$ cat config.mk
export PLATFORM = sky130hd
export DESIGN_NAME = channelAgc
export DESIGN_NICKNAME = d
export VERILOG_FILES = /design/src/rtl/agcPkg.sv /design/src/rtl/channelAgc.sv /design/src/rtl/agcRegs.sv /design/src/rtl/agcLoopFilter.sv /design/src/rtl/log2Converter.sv /design/src/rtl/magEstimator.sv
export VERILOG_INCLUDE_DIRS = /design/src /design/src/rtl
export SDC_FILE = /design/constraint.sdc
export NUM_CORES = 2
export LEC_CHECK = 0
export BUFFER_PORTS_ARGS = -buffer_cell sky130_fd_sc_hd__buf_2
export CAP_MARGIN = 15
export CORE_ASPECT_RATIO = 0.6
export CORE_MARGIN = 5
export CORE_UTILIZATION = 40
export CTS_BUF_LIST = sky130_fd_sc_hd__clkbuf_16
export CTS_CLUSTER_SIZE = 20
export DETAILED_ROUTE_END_ITERATION = 7
export HOLD_SLACK_MARGIN = 0.08
export PLACE_DENSITY = 0.56
export SETUP_SLACK_MARGIN = 0.1
export SLEW_MARGIN = 40
export SYNTH_ARGS = -nofsm -noshare
export SYNTH_HDL_FRONTEND = slang
export SYNTH_SLANG_ARGS = --single-unit
$ cat constraint.sdc
create_clock -name clk -period 17.2 [get_ports clk]
set_input_delay 2.58 -clock clk [delete_from_list [all_inputs] [get_ports clk]]
set_output_delay 2.58 -clock clk [all_outputs]
set_load 0.005 [all_outputs]
$ cat src/rtl/agc_config.svh
/*
 * AGC configuration
 * Widths, estimator weights, reset values and the register map
 */
`ifndef AGC_CONFIG_SVH
`define AGC_CONFIG_SVH

// Datapath widths
`define AGC_SAMPLE_WIDTH    18
`define AGC_LEVEL_WIDTH     16
`define AGC_LOG_WIDTH       12
`define AGC_ACC_WIDTH       32
`define AGC_GAIN_WIDTH      21

// Min peak error weights, scaled by 2^17
`define AGC_ALPHA           125886
`define AGC_BETA            52144

// Loop start point and bypass gain, both a gain of 2^20
`define AGC_INIT_ACC        32'h8000_0000
`define AGC_UNITY_GAIN      21'h10_0000

// Register map
`define AGC_ADDR_WIDTH      4
`define AGC_REG_CTRL        4'd0
`define AGC_REG_SETPOINT    4'd1
`define AGC_REG_SHIFT       4'd2
`define AGC_REG_LEVEL0      4'd3
`define AGC_REG_LEVEL1      4'd4
`define AGC_REG_GAIN0       4'd5
`define AGC_REG_GAIN1       4'd6

// Register reset values
`define AGC_SETPOINT_RESET  12'hA00
`define AGC_SHIFT_RESET     4'd4

`endif
$ cat src/rtl/agcPkg.sv
/*
 * AGC shared types
 * Packed structs for samples, level and gain pairs and loop control
 */
`include "agc_config.svh"

package agcPkg;

    // One complex sample
    typedef struct packed {
        logic signed [`AGC_SAMPLE_WIDTH-1:0] i;
        logic signed [`AGC_SAMPLE_WIDTH-1:0] q;
    } IqSample;

    // Both receiver channels, sampled together
    typedef struct packed {
        IqSample ch0;
        IqSample ch1;
    } DualIq;

    // Log2 levels, 4.8 format
    typedef struct packed {
        logic [`AGC_LOG_WIDTH-1:0] level0;
        logic [`AGC_LOG_WIDTH-1:0] level1;
    } LevelPair;

    // Loop gains, upper accumulator bits
    typedef struct packed {
        logic [`AGC_GAIN_WIDTH-1:0] gain0;
        logic [`AGC_GAIN_WIDTH-1:0] gain1;
    } GainPair;

    // Software loop control
    typedef struct packed {
        logic                      bypass;
        logic                      freeze;
        logic [`AGC_LOG_WIDTH-1:0] setpoint;
        logic [3:0]                loopShift;
    } AgcCtrl;

endpackage

$ cat src/rtl/channelAgc.sv
/*
 * Two-channel receiver AGC
 * Level detection per channel feeding a shared gain loop
 */
`include "agc_config.svh"

module channelAgc (
    input  logic                       clk,
    input  logic                       rst,
    input  logic                       sampleValid,
    input  agcPkg::DualIq              sample,
    input  logic                       regWr,
    input  logic                       regRd,
    input  logic [`AGC_ADDR_WIDTH-1:0] regAddr,
    input  logic [31:0]                regWrData,
    output logic [31:0]                regRdData,
    output logic                       gainValid,
    output agcPkg::GainPair            gains
);

    logic                        levelValid0;
    logic                        levelValid1;
    logic [`AGC_LEVEL_WIDTH-1:0] linLevel0;
    logic [`AGC_LEVEL_WIDTH-1:0] linLevel1;
    logic                        logValid0;
    agcPkg::LevelPair            logLevels;
    agcPkg::AgcCtrl              ctrl;

    // Channel 0 level path, 2 + 2 cycles
    magEstimator u_mag0 (
        .clk(clk), .rst(rst), .inValid(sampleValid), .sample(sample.ch0),
        .levelValid(levelValid0), .level(linLevel0)
    );
    log2Converter u_log0 (
        .clk(clk), .rst(rst), .inValid(levelValid0), .linear(linLevel0),
        .logValid(logValid0), .logLevel(logLevels.level0)
    );

    // Channel 1 level path
    magEstimator u_mag1 (
        .clk(clk), .rst(rst), .inValid(sampleValid), .sample(sample.ch1),
        .levelValid(levelValid1), .level(linLevel1)
    );
    // Runs in lockstep with channel 0, so its valid is not needed
    log2Converter u_log1 (
        .clk(clk), .rst(rst), .inValid(levelValid1), .linear(linLevel1),
        .logValid(), .logLevel(logLevels.level1)
    );

    // Control and status
    agcRegs u_regs (
        .clk(clk), .rst(rst), .regWr(regWr), .regRd(regRd), .regAddr(regAddr),
        .regWrData(regWrData), .levels(logLevels), .gains(gains),
        .regRdData(regRdData), .ctrl(ctrl)
    );

    // Shared loop, one more cycle
    agcLoopFilter u_loop (
        .clk(clk), .rst(rst), .inValid(logValid0), .levels(logLevels), .ctrl(ctrl),
        .gainValid(gainValid), .gains(gains)
    );

endmodule

$ cat src/rtl/agcRegs.sv
/*
 * AGC register bank
 * Loop control registers plus registered readback of levels and gains
 */
`include "agc_config.svh"

module agcRegs (
    input  logic                       clk,
    input  logic                       rst,
    input  logic                       regWr,
    input  logic                       regRd,
    input  logic [`AGC_ADDR_WIDTH-1:0] regAddr,
    input  logic [31:0]                regWrData,
    input  agcPkg::LevelPair           levels,
    input  agcPkg::GainPair            gains,
    output logic [31:0]                regRdData,
    output agcPkg::AgcCtrl             ctrl
);

    logic [31:0] rdMux;

    // Writes, read-only and unused addresses fall through
    always_ff @(posedge clk) begin
        if (rst) begin
            ctrl.bypass    <= 1'b0;
            ctrl.freeze    <= 1'b0;
            ctrl.setpoint  <= `AGC_SETPOINT_RESET;
            ctrl.loopShift <= `AGC_SHIFT_RESET;
        end else if (regWr) begin
            case (regAddr)
                `AGC_REG_CTRL: begin
                    ctrl.bypass <= regWrData[0];
                    ctrl.freeze <= regWrData[1];
                end
                `AGC_REG_SETPOINT: ctrl.setpoint  <= regWrData[`AGC_LOG_WIDTH-1:0];
                `AGC_REG_SHIFT:    ctrl.loopShift <= regWrData[3:0];
                default: ;
            endcase
        end
    end

    // Read select, zero for anything unmapped
    always_comb begin
        case (regAddr)
            `AGC_REG_CTRL:     rdMux = {30'd0, ctrl.freeze, ctrl.bypass};
            `AGC_REG_SETPOINT: rdMux = 32'(ctrl.setpoint);
            `AGC_REG_SHIFT:    rdMux = 32'(ctrl.loopShift);
            `AGC_REG_LEVEL0:   rdMux = 32'(levels.level0);
            `AGC_REG_LEVEL1:   rdMux = 32'(levels.level1);
            `AGC_REG_GAIN0:    rdMux = 32'(gains.gain0);
            `AGC_REG_GAIN1:    rdMux = 32'(gains.gain1);
            default:           rdMux = 32'd0;
        endcase
    end

    // Read data appears the cycle after the strobe and holds
    always_ff @(posedge clk) begin
        if (rst) begin
            regRdData <= 32'd0;
        end else if (regRd) begin
            regRdData <= rdMux;
        end
    end

endmodule

$ cat src/rtl/agcLoopFilter.sv
/*
 * Dual-channel AGC loop filter
 * Integrates setpoint minus log level into clamped per-channel gains
 */
`include "agc_config.svh"

module agcLoopFilter (
    input  logic             clk,
    input  logic             rst,
    input  logic             inValid,
    input  agcPkg::LevelPair levels,
    input  agcPkg::AgcCtrl   ctrl,
    output logic             gainValid,
    output agcPkg::GainPair  gains
);

    localparam int AccWidth = `AGC_ACC_WIDTH;
    localparam int SumWidth = `AGC_ACC_WIDTH + 2;
    localparam int ErrWidth = `AGC_LOG_WIDTH + 1;
    localparam logic [AccWidth-1:0] AccMax = {1'b0, {(AccWidth - 1){1'b1}}};
    // Gain seen at the accumulator reset point
    localparam logic [`AGC_GAIN_WIDTH-1:0] InitGain =
        `AGC_GAIN_WIDTH'(`AGC_INIT_ACC >> (AccWidth - `AGC_GAIN_WIDTH));

    logic [AccWidth-1:0] acc0;
    logic [AccWidth-1:0] acc1;
    logic [AccWidth-1:0] nextAcc0;
    logic [AccWidth-1:0] nextAcc1;
    logic                holdAcc;

    // One integrator step with clamping to 0 .. 2^31-1
    function automatic logic [AccWidth-1:0] stepAcc(
        input logic [AccWidth-1:0]       acc,
        input logic [`AGC_LOG_WIDTH-1:0] level,
        input logic [`AGC_LOG_WIDTH-1:0] setpoint,
        input logic [3:0]                shift
    );
        logic signed [ErrWidth-1:0] err;
        logic signed [SumWidth-1:0] sum;
        err = $signed({1'b0, setpoint}) - $signed({1'b0, level});
        // Sign extended error scaled by the loop shift
        sum = $signed({2'b00, acc}) + (SumWidth'(err) <<< shift);
        if (sum < 0) begin
            return '0;
        end else if (sum > $signed({2'b00, AccMax})) begin
            return AccMax;
        end
        return sum[AccWidth-1:0];
    endfunction

    // Freeze and bypass both stop integration
    assign holdAcc = ctrl.freeze | ctrl.bypass;

    always_comb begin
        if (holdAcc) begin
            nextAcc0 = acc0;
            nextAcc1 = acc1;
        end else begin
            nextAcc0 = stepAcc(acc0, levels.level0, ctrl.setpoint, ctrl.loopShift);
            nextAcc1 = stepAcc(acc1, levels.level1, ctrl.setpoint, ctrl.loopShift);
        end
    end

    always_ff @(posedge clk) begin
        if (rst) begin
            acc0      <= `AGC_INIT_ACC;
            acc1      <= `AGC_INIT_ACC;
            gainValid <= 1'b0;
            // Gains start at the accumulator reset point
            gains.gain0 <= InitGain;
            gains.gain1 <= InitGain;
        end else begin
            gainValid <= inValid;
            if (inValid) begin
                acc0 <= nextAcc0;
                acc1 <= nextAcc1;
                // Bypass forces unity while the accumulators keep their value
                if (ctrl.bypass) begin
                    gains.gain0 <= `AGC_UNITY_GAIN;
                    gains.gain1 <= `AGC_UNITY_GAIN;
                end else begin
                    gains.gain0 <= nextAcc0[AccWidth-1 -: `AGC_GAIN_WIDTH];
                    gains.gain1 <= nextAcc1[AccWidth-1 -: `AGC_GAIN_WIDTH];
                end
            end
        end
    end

endmodule

$ cat src/rtl/log2Converter.sv
/*
 * Linear to log2 converter
 * Leading-one position as integer part, next 8 bits as fraction
 */
`include "agc_config.svh"

module log2Converter (
    input  logic                        clk,
    input  logic                        rst,
    input  logic                        inValid,
    input  logic [`AGC_LEVEL_WIDTH-1:0] linear,
    output logic                        logValid,
    output logic [`AGC_LOG_WIDTH-1:0]   logLevel
);

    localparam int FracWidth = 8;
    localparam int ExtWidth  = `AGC_LEVEL_WIDTH + FracWidth;

    logic [3:0]                  leadPos;
    logic [3:0]                  posReg;
    logic [`AGC_LEVEL_WIDTH-1:0] linReg;
    logic                        stageValid;
    logic [ExtWidth-1:0]         extended;
    logic [ExtWidth-1:0]         normalized;

    // Priority encoder, highest set bit wins
    // Zero input leaves the position at 0
    always_comb begin
        leadPos = 4'd0;
        for (int b = 0; b < `AGC_LEVEL_WIDTH; b++) begin
            if (linear[b]) begin
                leadPos = 4'(b);
            end
        end
    end

    // Pad with zeros below bit 0 so small inputs still fill the fraction
    assign extended   = {linReg, {FracWidth{1'b0}}};
    // Bits just below the leading one land in the low byte
    assign normalized = extended >> posReg;

    always_ff @(posedge clk) begin
        if (rst) begin
            stageValid <= 1'b0;
            logValid   <= 1'b0;
        end else begin
            stageValid <= inValid;
            logValid   <= stageValid;
        end
    end

    // Stage 1 holds position and input, stage 2 packs 4.8 result
    always_ff @(posedge clk) begin
        if (inValid) begin
            posReg <= leadPos;
            linReg <= linear;
        end
        if (stageValid) begin
            // A zero input gives position 0 and an empty fraction
            logLevel <= {posReg, normalized[FracWidth-1:0]};
        end
    end

endmodule

$ cat src/rtl/magEstimator.sv
/*
 * Magnitude estimator
 * alpha*max + beta*min approximation of |I + jQ|, two pipeline stages
 */
`include "agc_config.svh"

module magEstimator (
    input  logic                        clk,
    input  logic                        rst,
    input  logic                        inValid,
    input  agcPkg::IqSample             sample,
    output logic                        levelValid,
    output logic [`AGC_LEVEL_WIDTH-1:0] level
);

    localparam int MagWidth  = `AGC_SAMPLE_WIDTH - 1;
    localparam int ProdWidth = 2 * MagWidth;

    logic [`AGC_SAMPLE_WIDTH-1:0] absI;
    logic [`AGC_SAMPLE_WIDTH-1:0] absQ;
    logic [MagWidth-1:0]          satI;
    logic [MagWidth-1:0]          satQ;
    logic [MagWidth-1:0]          maxMag;
    logic [MagWidth-1:0]          minMag;
    logic                         magValid;
    logic [ProdWidth-1:0]         maxProd;
    logic [ProdWidth-1:0]         minProd;
    logic [MagWidth:0]            levelSum;

    // Absolute values, -2^17 comes out as 2^17 unsigned
    assign absI = sample.i[`AGC_SAMPLE_WIDTH-1] ? `AGC_SAMPLE_WIDTH'(-sample.i) : sample.i;
    assign absQ = sample.q[`AGC_SAMPLE_WIDTH-1] ? `AGC_SAMPLE_WIDTH'(-sample.q) : sample.q;

    // Clip the single overflow case to full scale
    assign satI = absI[MagWidth] ? {MagWidth{1'b1}} : absI[MagWidth-1:0];
    assign satQ = absQ[MagWidth] ? {MagWidth{1'b1}} : absQ[MagWidth-1:0];

    // Weighted terms, each scaled back down by 2^17
    assign maxProd  = ProdWidth'(maxMag) * ProdWidth'(`AGC_ALPHA);
    assign minProd  = ProdWidth'(minMag) * ProdWidth'(`AGC_BETA);
    assign levelSum = (MagWidth + 1)'(maxProd >> 17) + (MagWidth + 1)'(minProd >> 17);

    // Valid pipe
    always_ff @(posedge clk) begin
        if (rst) begin
            magValid   <= 1'b0;
            levelValid <= 1'b0;
        end else begin
            magValid   <= inValid;
            levelValid <= magValid;
        end
    end

    // Stage 1 orders the magnitudes, stage 2 sums and saturates
    always_ff @(posedge clk) begin
        if (inValid) begin
            maxMag <= (satI > satQ) ? satI : satQ;
            minMag <= (satI > satQ) ? satQ : satI;
        end
        if (magValid) begin
            level <= (levelSum > (MagWidth + 1)'(16'hFFFF)) ? 16'hFFFF
                                                             : levelSum[`AGC_LEVEL_WIDTH-1:0];
        end
    end

endmodule

==> impl_metrics.yaml <==
outcome:
  outcome: "complete, but fails checks"
  violations: "DRC"
route:
  route.layer.met1.wl_um: 61900
  drt.antenna.violating_nets: 0
  routed_wirelength_um: 112100
  routed-via-count: 31800
  highest_layer: "met4"
  detail_route.first_pass.iterations: 8
  detailroute.wirelength.met3_um: 9177
  met2_routed_length_um: 39630
  drc: 3
  routed_wire_length_per_instance_um: 18.46
  drt_iter0_markers: 2582
  detail_route.vias_per_cell: 5.237
job:
  maxCapViolations: 0
worst_setup_path:
  timing.rr.end: "u_mag0.level[3]"
  r2r_setup_slack_ns: 8.06
  critical_path.reg2reg.startpoint: "u_mag0.maxMag[9]"
  critical_path_start_type: "register"
  slowest_stage: "sky130_fd_sc_hd__fa_1"
  timing.critical_path.mode_cell: "sky130_fd_sc_hd__fa_1"
  timing.critical_path.required_ns: 17.47
  critical-path-max-stage-delay_ns: 0.62
  reg2regPathDepth: 30
  critical_path_class: "reg -> reg"
  cp-end-kind: "register"
  worst-endpoint-arrival_ns: 9.41
  critical_path_peak_fanout: 14
layout:
  final_net_count: 5802
  area_taken_by_multi_input_logic_gates_mm2: 0.03074
  final_cell_mix: "sky130_fd_sc_hd__inv_1 (838), sky130_fd_sc_hd__ha_1 (606), sky130_fd_sc_hd__fa_1 (450)"
  layout.area.seq_mm2: 0.007875
  syn_to_final_growth_pct: 8.029
  drive_above_1_share_pct: 7.940
  nFillCells: 10210
  leading_cell_type_in_the_layout_fill_and_taps_excluded: "sky130_fd_sc_hd__inv_1"
cts:
  cts_root_buffer: "sky130_fd_sc_hd__clkbuf_16"
  post_cts_buffers: 0
  cts.sink_count: 312
  cts-htree-levels: 2
  cts_made_buffers: 36
  clkTransAtPathRegs_ns: 0.06
  post_cts_hold_buffer_count: 0
  worstSkewPairLatency_ns: 0.59
  cts_tree: "yes"
  cts-root-to-sink-buffers: 3
  cts.repair.resized: 0
synth:
  cells_taking_the_most_area_after_synthesis: "sky130_fd_sc_hd__fa_1 (21%), sky130_fd_sc_hd__ha_1 (18%), sky130_fd_sc_hd__edfxtp_1 (12%)"
  netlist-cell-type-count: 91
  synth-edff-count: 162
  synthFlopType: "sky130_fd_sc_hd__edfxtp_1"
  ys_seq_area_share_pct: 18.64
  synth.top_cell.area_share_pct: 21.34
  synth_seq_cells: 312
  syn_inst: 4546
  post_synthesis_async_set_or_reset_flop_share_pct: 0
  post_synthesis_cell_area_mm2: 0.04222
  synth.avg_cell_area_um2: 9.287
  synth_largest_area_cell: "sky130_fd_sc_hd__fa_1"
  yosys_warnings: 0
die:
  placement_rows: 92
  floorplan.die.height_um: 261.6
  ios: 188
  core_mm2: 0.1049
  die_w_um: 429.4
  die_area_mm2: 0.1124
  floorplan.initialDensity_pct: 40.26
sta:
  period_minus_slack_ns: 9.138
  min_period_over_period_pct: 53.13
  final_hold_violations: 0
  fmaxAchievable_mhz: 109.4
  slew_headroom_pct: 42.46
  fin_skew_ns: 0.03427
  rsz0062_at_grt: "no"
  count_of_final_max_slew_check_failures: 0
  setup_violations: 0
  tns_ns: 0
  worst_pin_slew_ns: 0.8611
grt:
  grt_max_degree: 70
  global_route.usage.total_pct: 19.91
  antenna_found_initial: 2
  grt_pass1_wl_um: 177800
  first_global_vias: 30850
  globalRouteOverflowTotal: 0
placed_design:
  place_congestion: 0.9103
  dp.final_hpwl_um: 94680
  port_buffers: 156
min_path:
  worstHoldPathCells: 0
  worstHoldPathType: "reg -> reg"
  hp-start: "u_mag1.level[0]"
  timing.hold.worst_endpoint: "u_log1.linReg[0]"
[registers in the layout (all words and copies together) (netlist names)]
register	flops
u_loop.gainValid	1
u_loop.acc0	32
u_mag1.maxMag	17
u_log1.stageValid	1
u_mag0.maxMag	17
u_log1.linReg	15
u_mag0.minMag	17
u_log0.linReg	15
u_log1.posReg	4
u_log0.posReg	4
u_log0.logValid	1
u_regs.ctrl	18
u_mag1.minMag	17
u_log1.logLevel	12
u_loop.acc1	32
u_mag0.level	16
u_mag1.level	16
u_loop.gains	42
u_regs.regRdData	21
u_log0.logLevel	12
u_mag1.magValid	1
u_mag1.levelValid	1
[layer usage]
layer	GRT usage, %	vias to the layer above
li1	-	15560
met2	24.90	790
met1	33.71	15360
met3	4.915	78
met5	0	-
met4	2.781	0
[synth_stat cells, drive strengths merged, types with 12 or more instances]
cell / number
o21ai: 146
o21bai: 18
or3: 22
dfxtp: 150
nor4: 13
o31ai: 21
nor3: 81
ha: 606
a221o: 17
or2: 14
xor2: 100
nor2: 272
nand2b: 32
and3: 25
edfxtp: 162
a31oi: 35
a311oi: 17
nand2: 300
buf: 30
mux2i: 97
or4: 12
a21o: 91
nand4: 19
clkbuf: 107
o22ai: 15
a21boi: 12
a211oi: 41
o211ai: 19
and2: 23
xnor2: 113
nand3: 51
o21a: 41
a22oi: 49
inv: 837
nor2b: 50
fa: 450
mux2: 60
a21oi: 252
[worst max-delay path by stage]
stage / start / to / slack (ns) / depth (start not counted)
detailed placement: u_mag1.maxMag[14] / u_mag1.level[14] / 8.02 / 27
finish: u_mag0.maxMag[9] / u_mag0.level[3] / 8.06 / 30
global route: u_mag0.maxMag[9] / u_mag0.level[3] / 7.35 / 30
global placement: u_mag0.maxMag[9] / u_mag0.level[6] / 7.93 / 29
CTS: u_mag1.maxMag[14] / u_mag1.level[14] / 7.98 / 27
floorplan: u_mag0.maxMag[9] / u_mag0.level[14] / 9.19 / 30
[stage by stage]
stage | hold slack, ns | area, um^2 | setup slack (ns) | std cells | utilization, %
finish | 0.4186 | 45610 | 8.062 | 6071 | 43.49
global route | 0.4447 | 45610 | 7.349 | 6071 | 43.49
CTS | 0.4199 | 45580 | 7.983 | 6070 | 43.46
detailed placement | 0.4045 | 44440 | 8.024 | 6005 | 42.37
global placement | 0.4092 | 44380 | 7.928 | 6005 | 42.32
floorplan | 0.4003 | 42250 | 9.188 | 4556 | -
[critical path: cells and delay by family, from the launching register on]
family          cells  cell delay, ns
mux                 1            0.54
compound gates     12            2.95
xor+xnor            1            0.15
simple gates        4            0.61
fa+ha+maj           8            3.67
buf+inv             4            0.35
flops               1            0.55
[final cells by class]
type | instances | share of cell area (%)
diodes | 1 | 0.005487
repair buffers | 176 | 2.055
flip-flops and latches | 312 | 17.27
clock inverters | 29 | 0.5295
well taps | 1410 | 3.868
inverters | 839 | 6.905
clock buffers | 36 | 1.975
multi-input cells | 3268 | 67.39
[cells by family (layout without fill, tap and decap cells)]
family | Yosys count | count (layout) | share of synthesized area, %
adder cells (fa/ha/maj) | 1056 | 1056 | 39.30
AO/OA/AOI/OAI | 877 | 877 | 13.93
buffers and inverters | 976 | 1080 | 8.835
other | 1 | 12 | 0.008883
XOR/XNOR | 213 | 213 | 4.437
AND/OR/NAND/NOR | 944 | 944 | 10.42
multiplexers | 167 | 167 | 4.434
flip-flops | 312 | 312 | 18.64
Power is not shown: default switching activity piles up to over one toggle a cycle in this logic, so the estimate is an artifact.
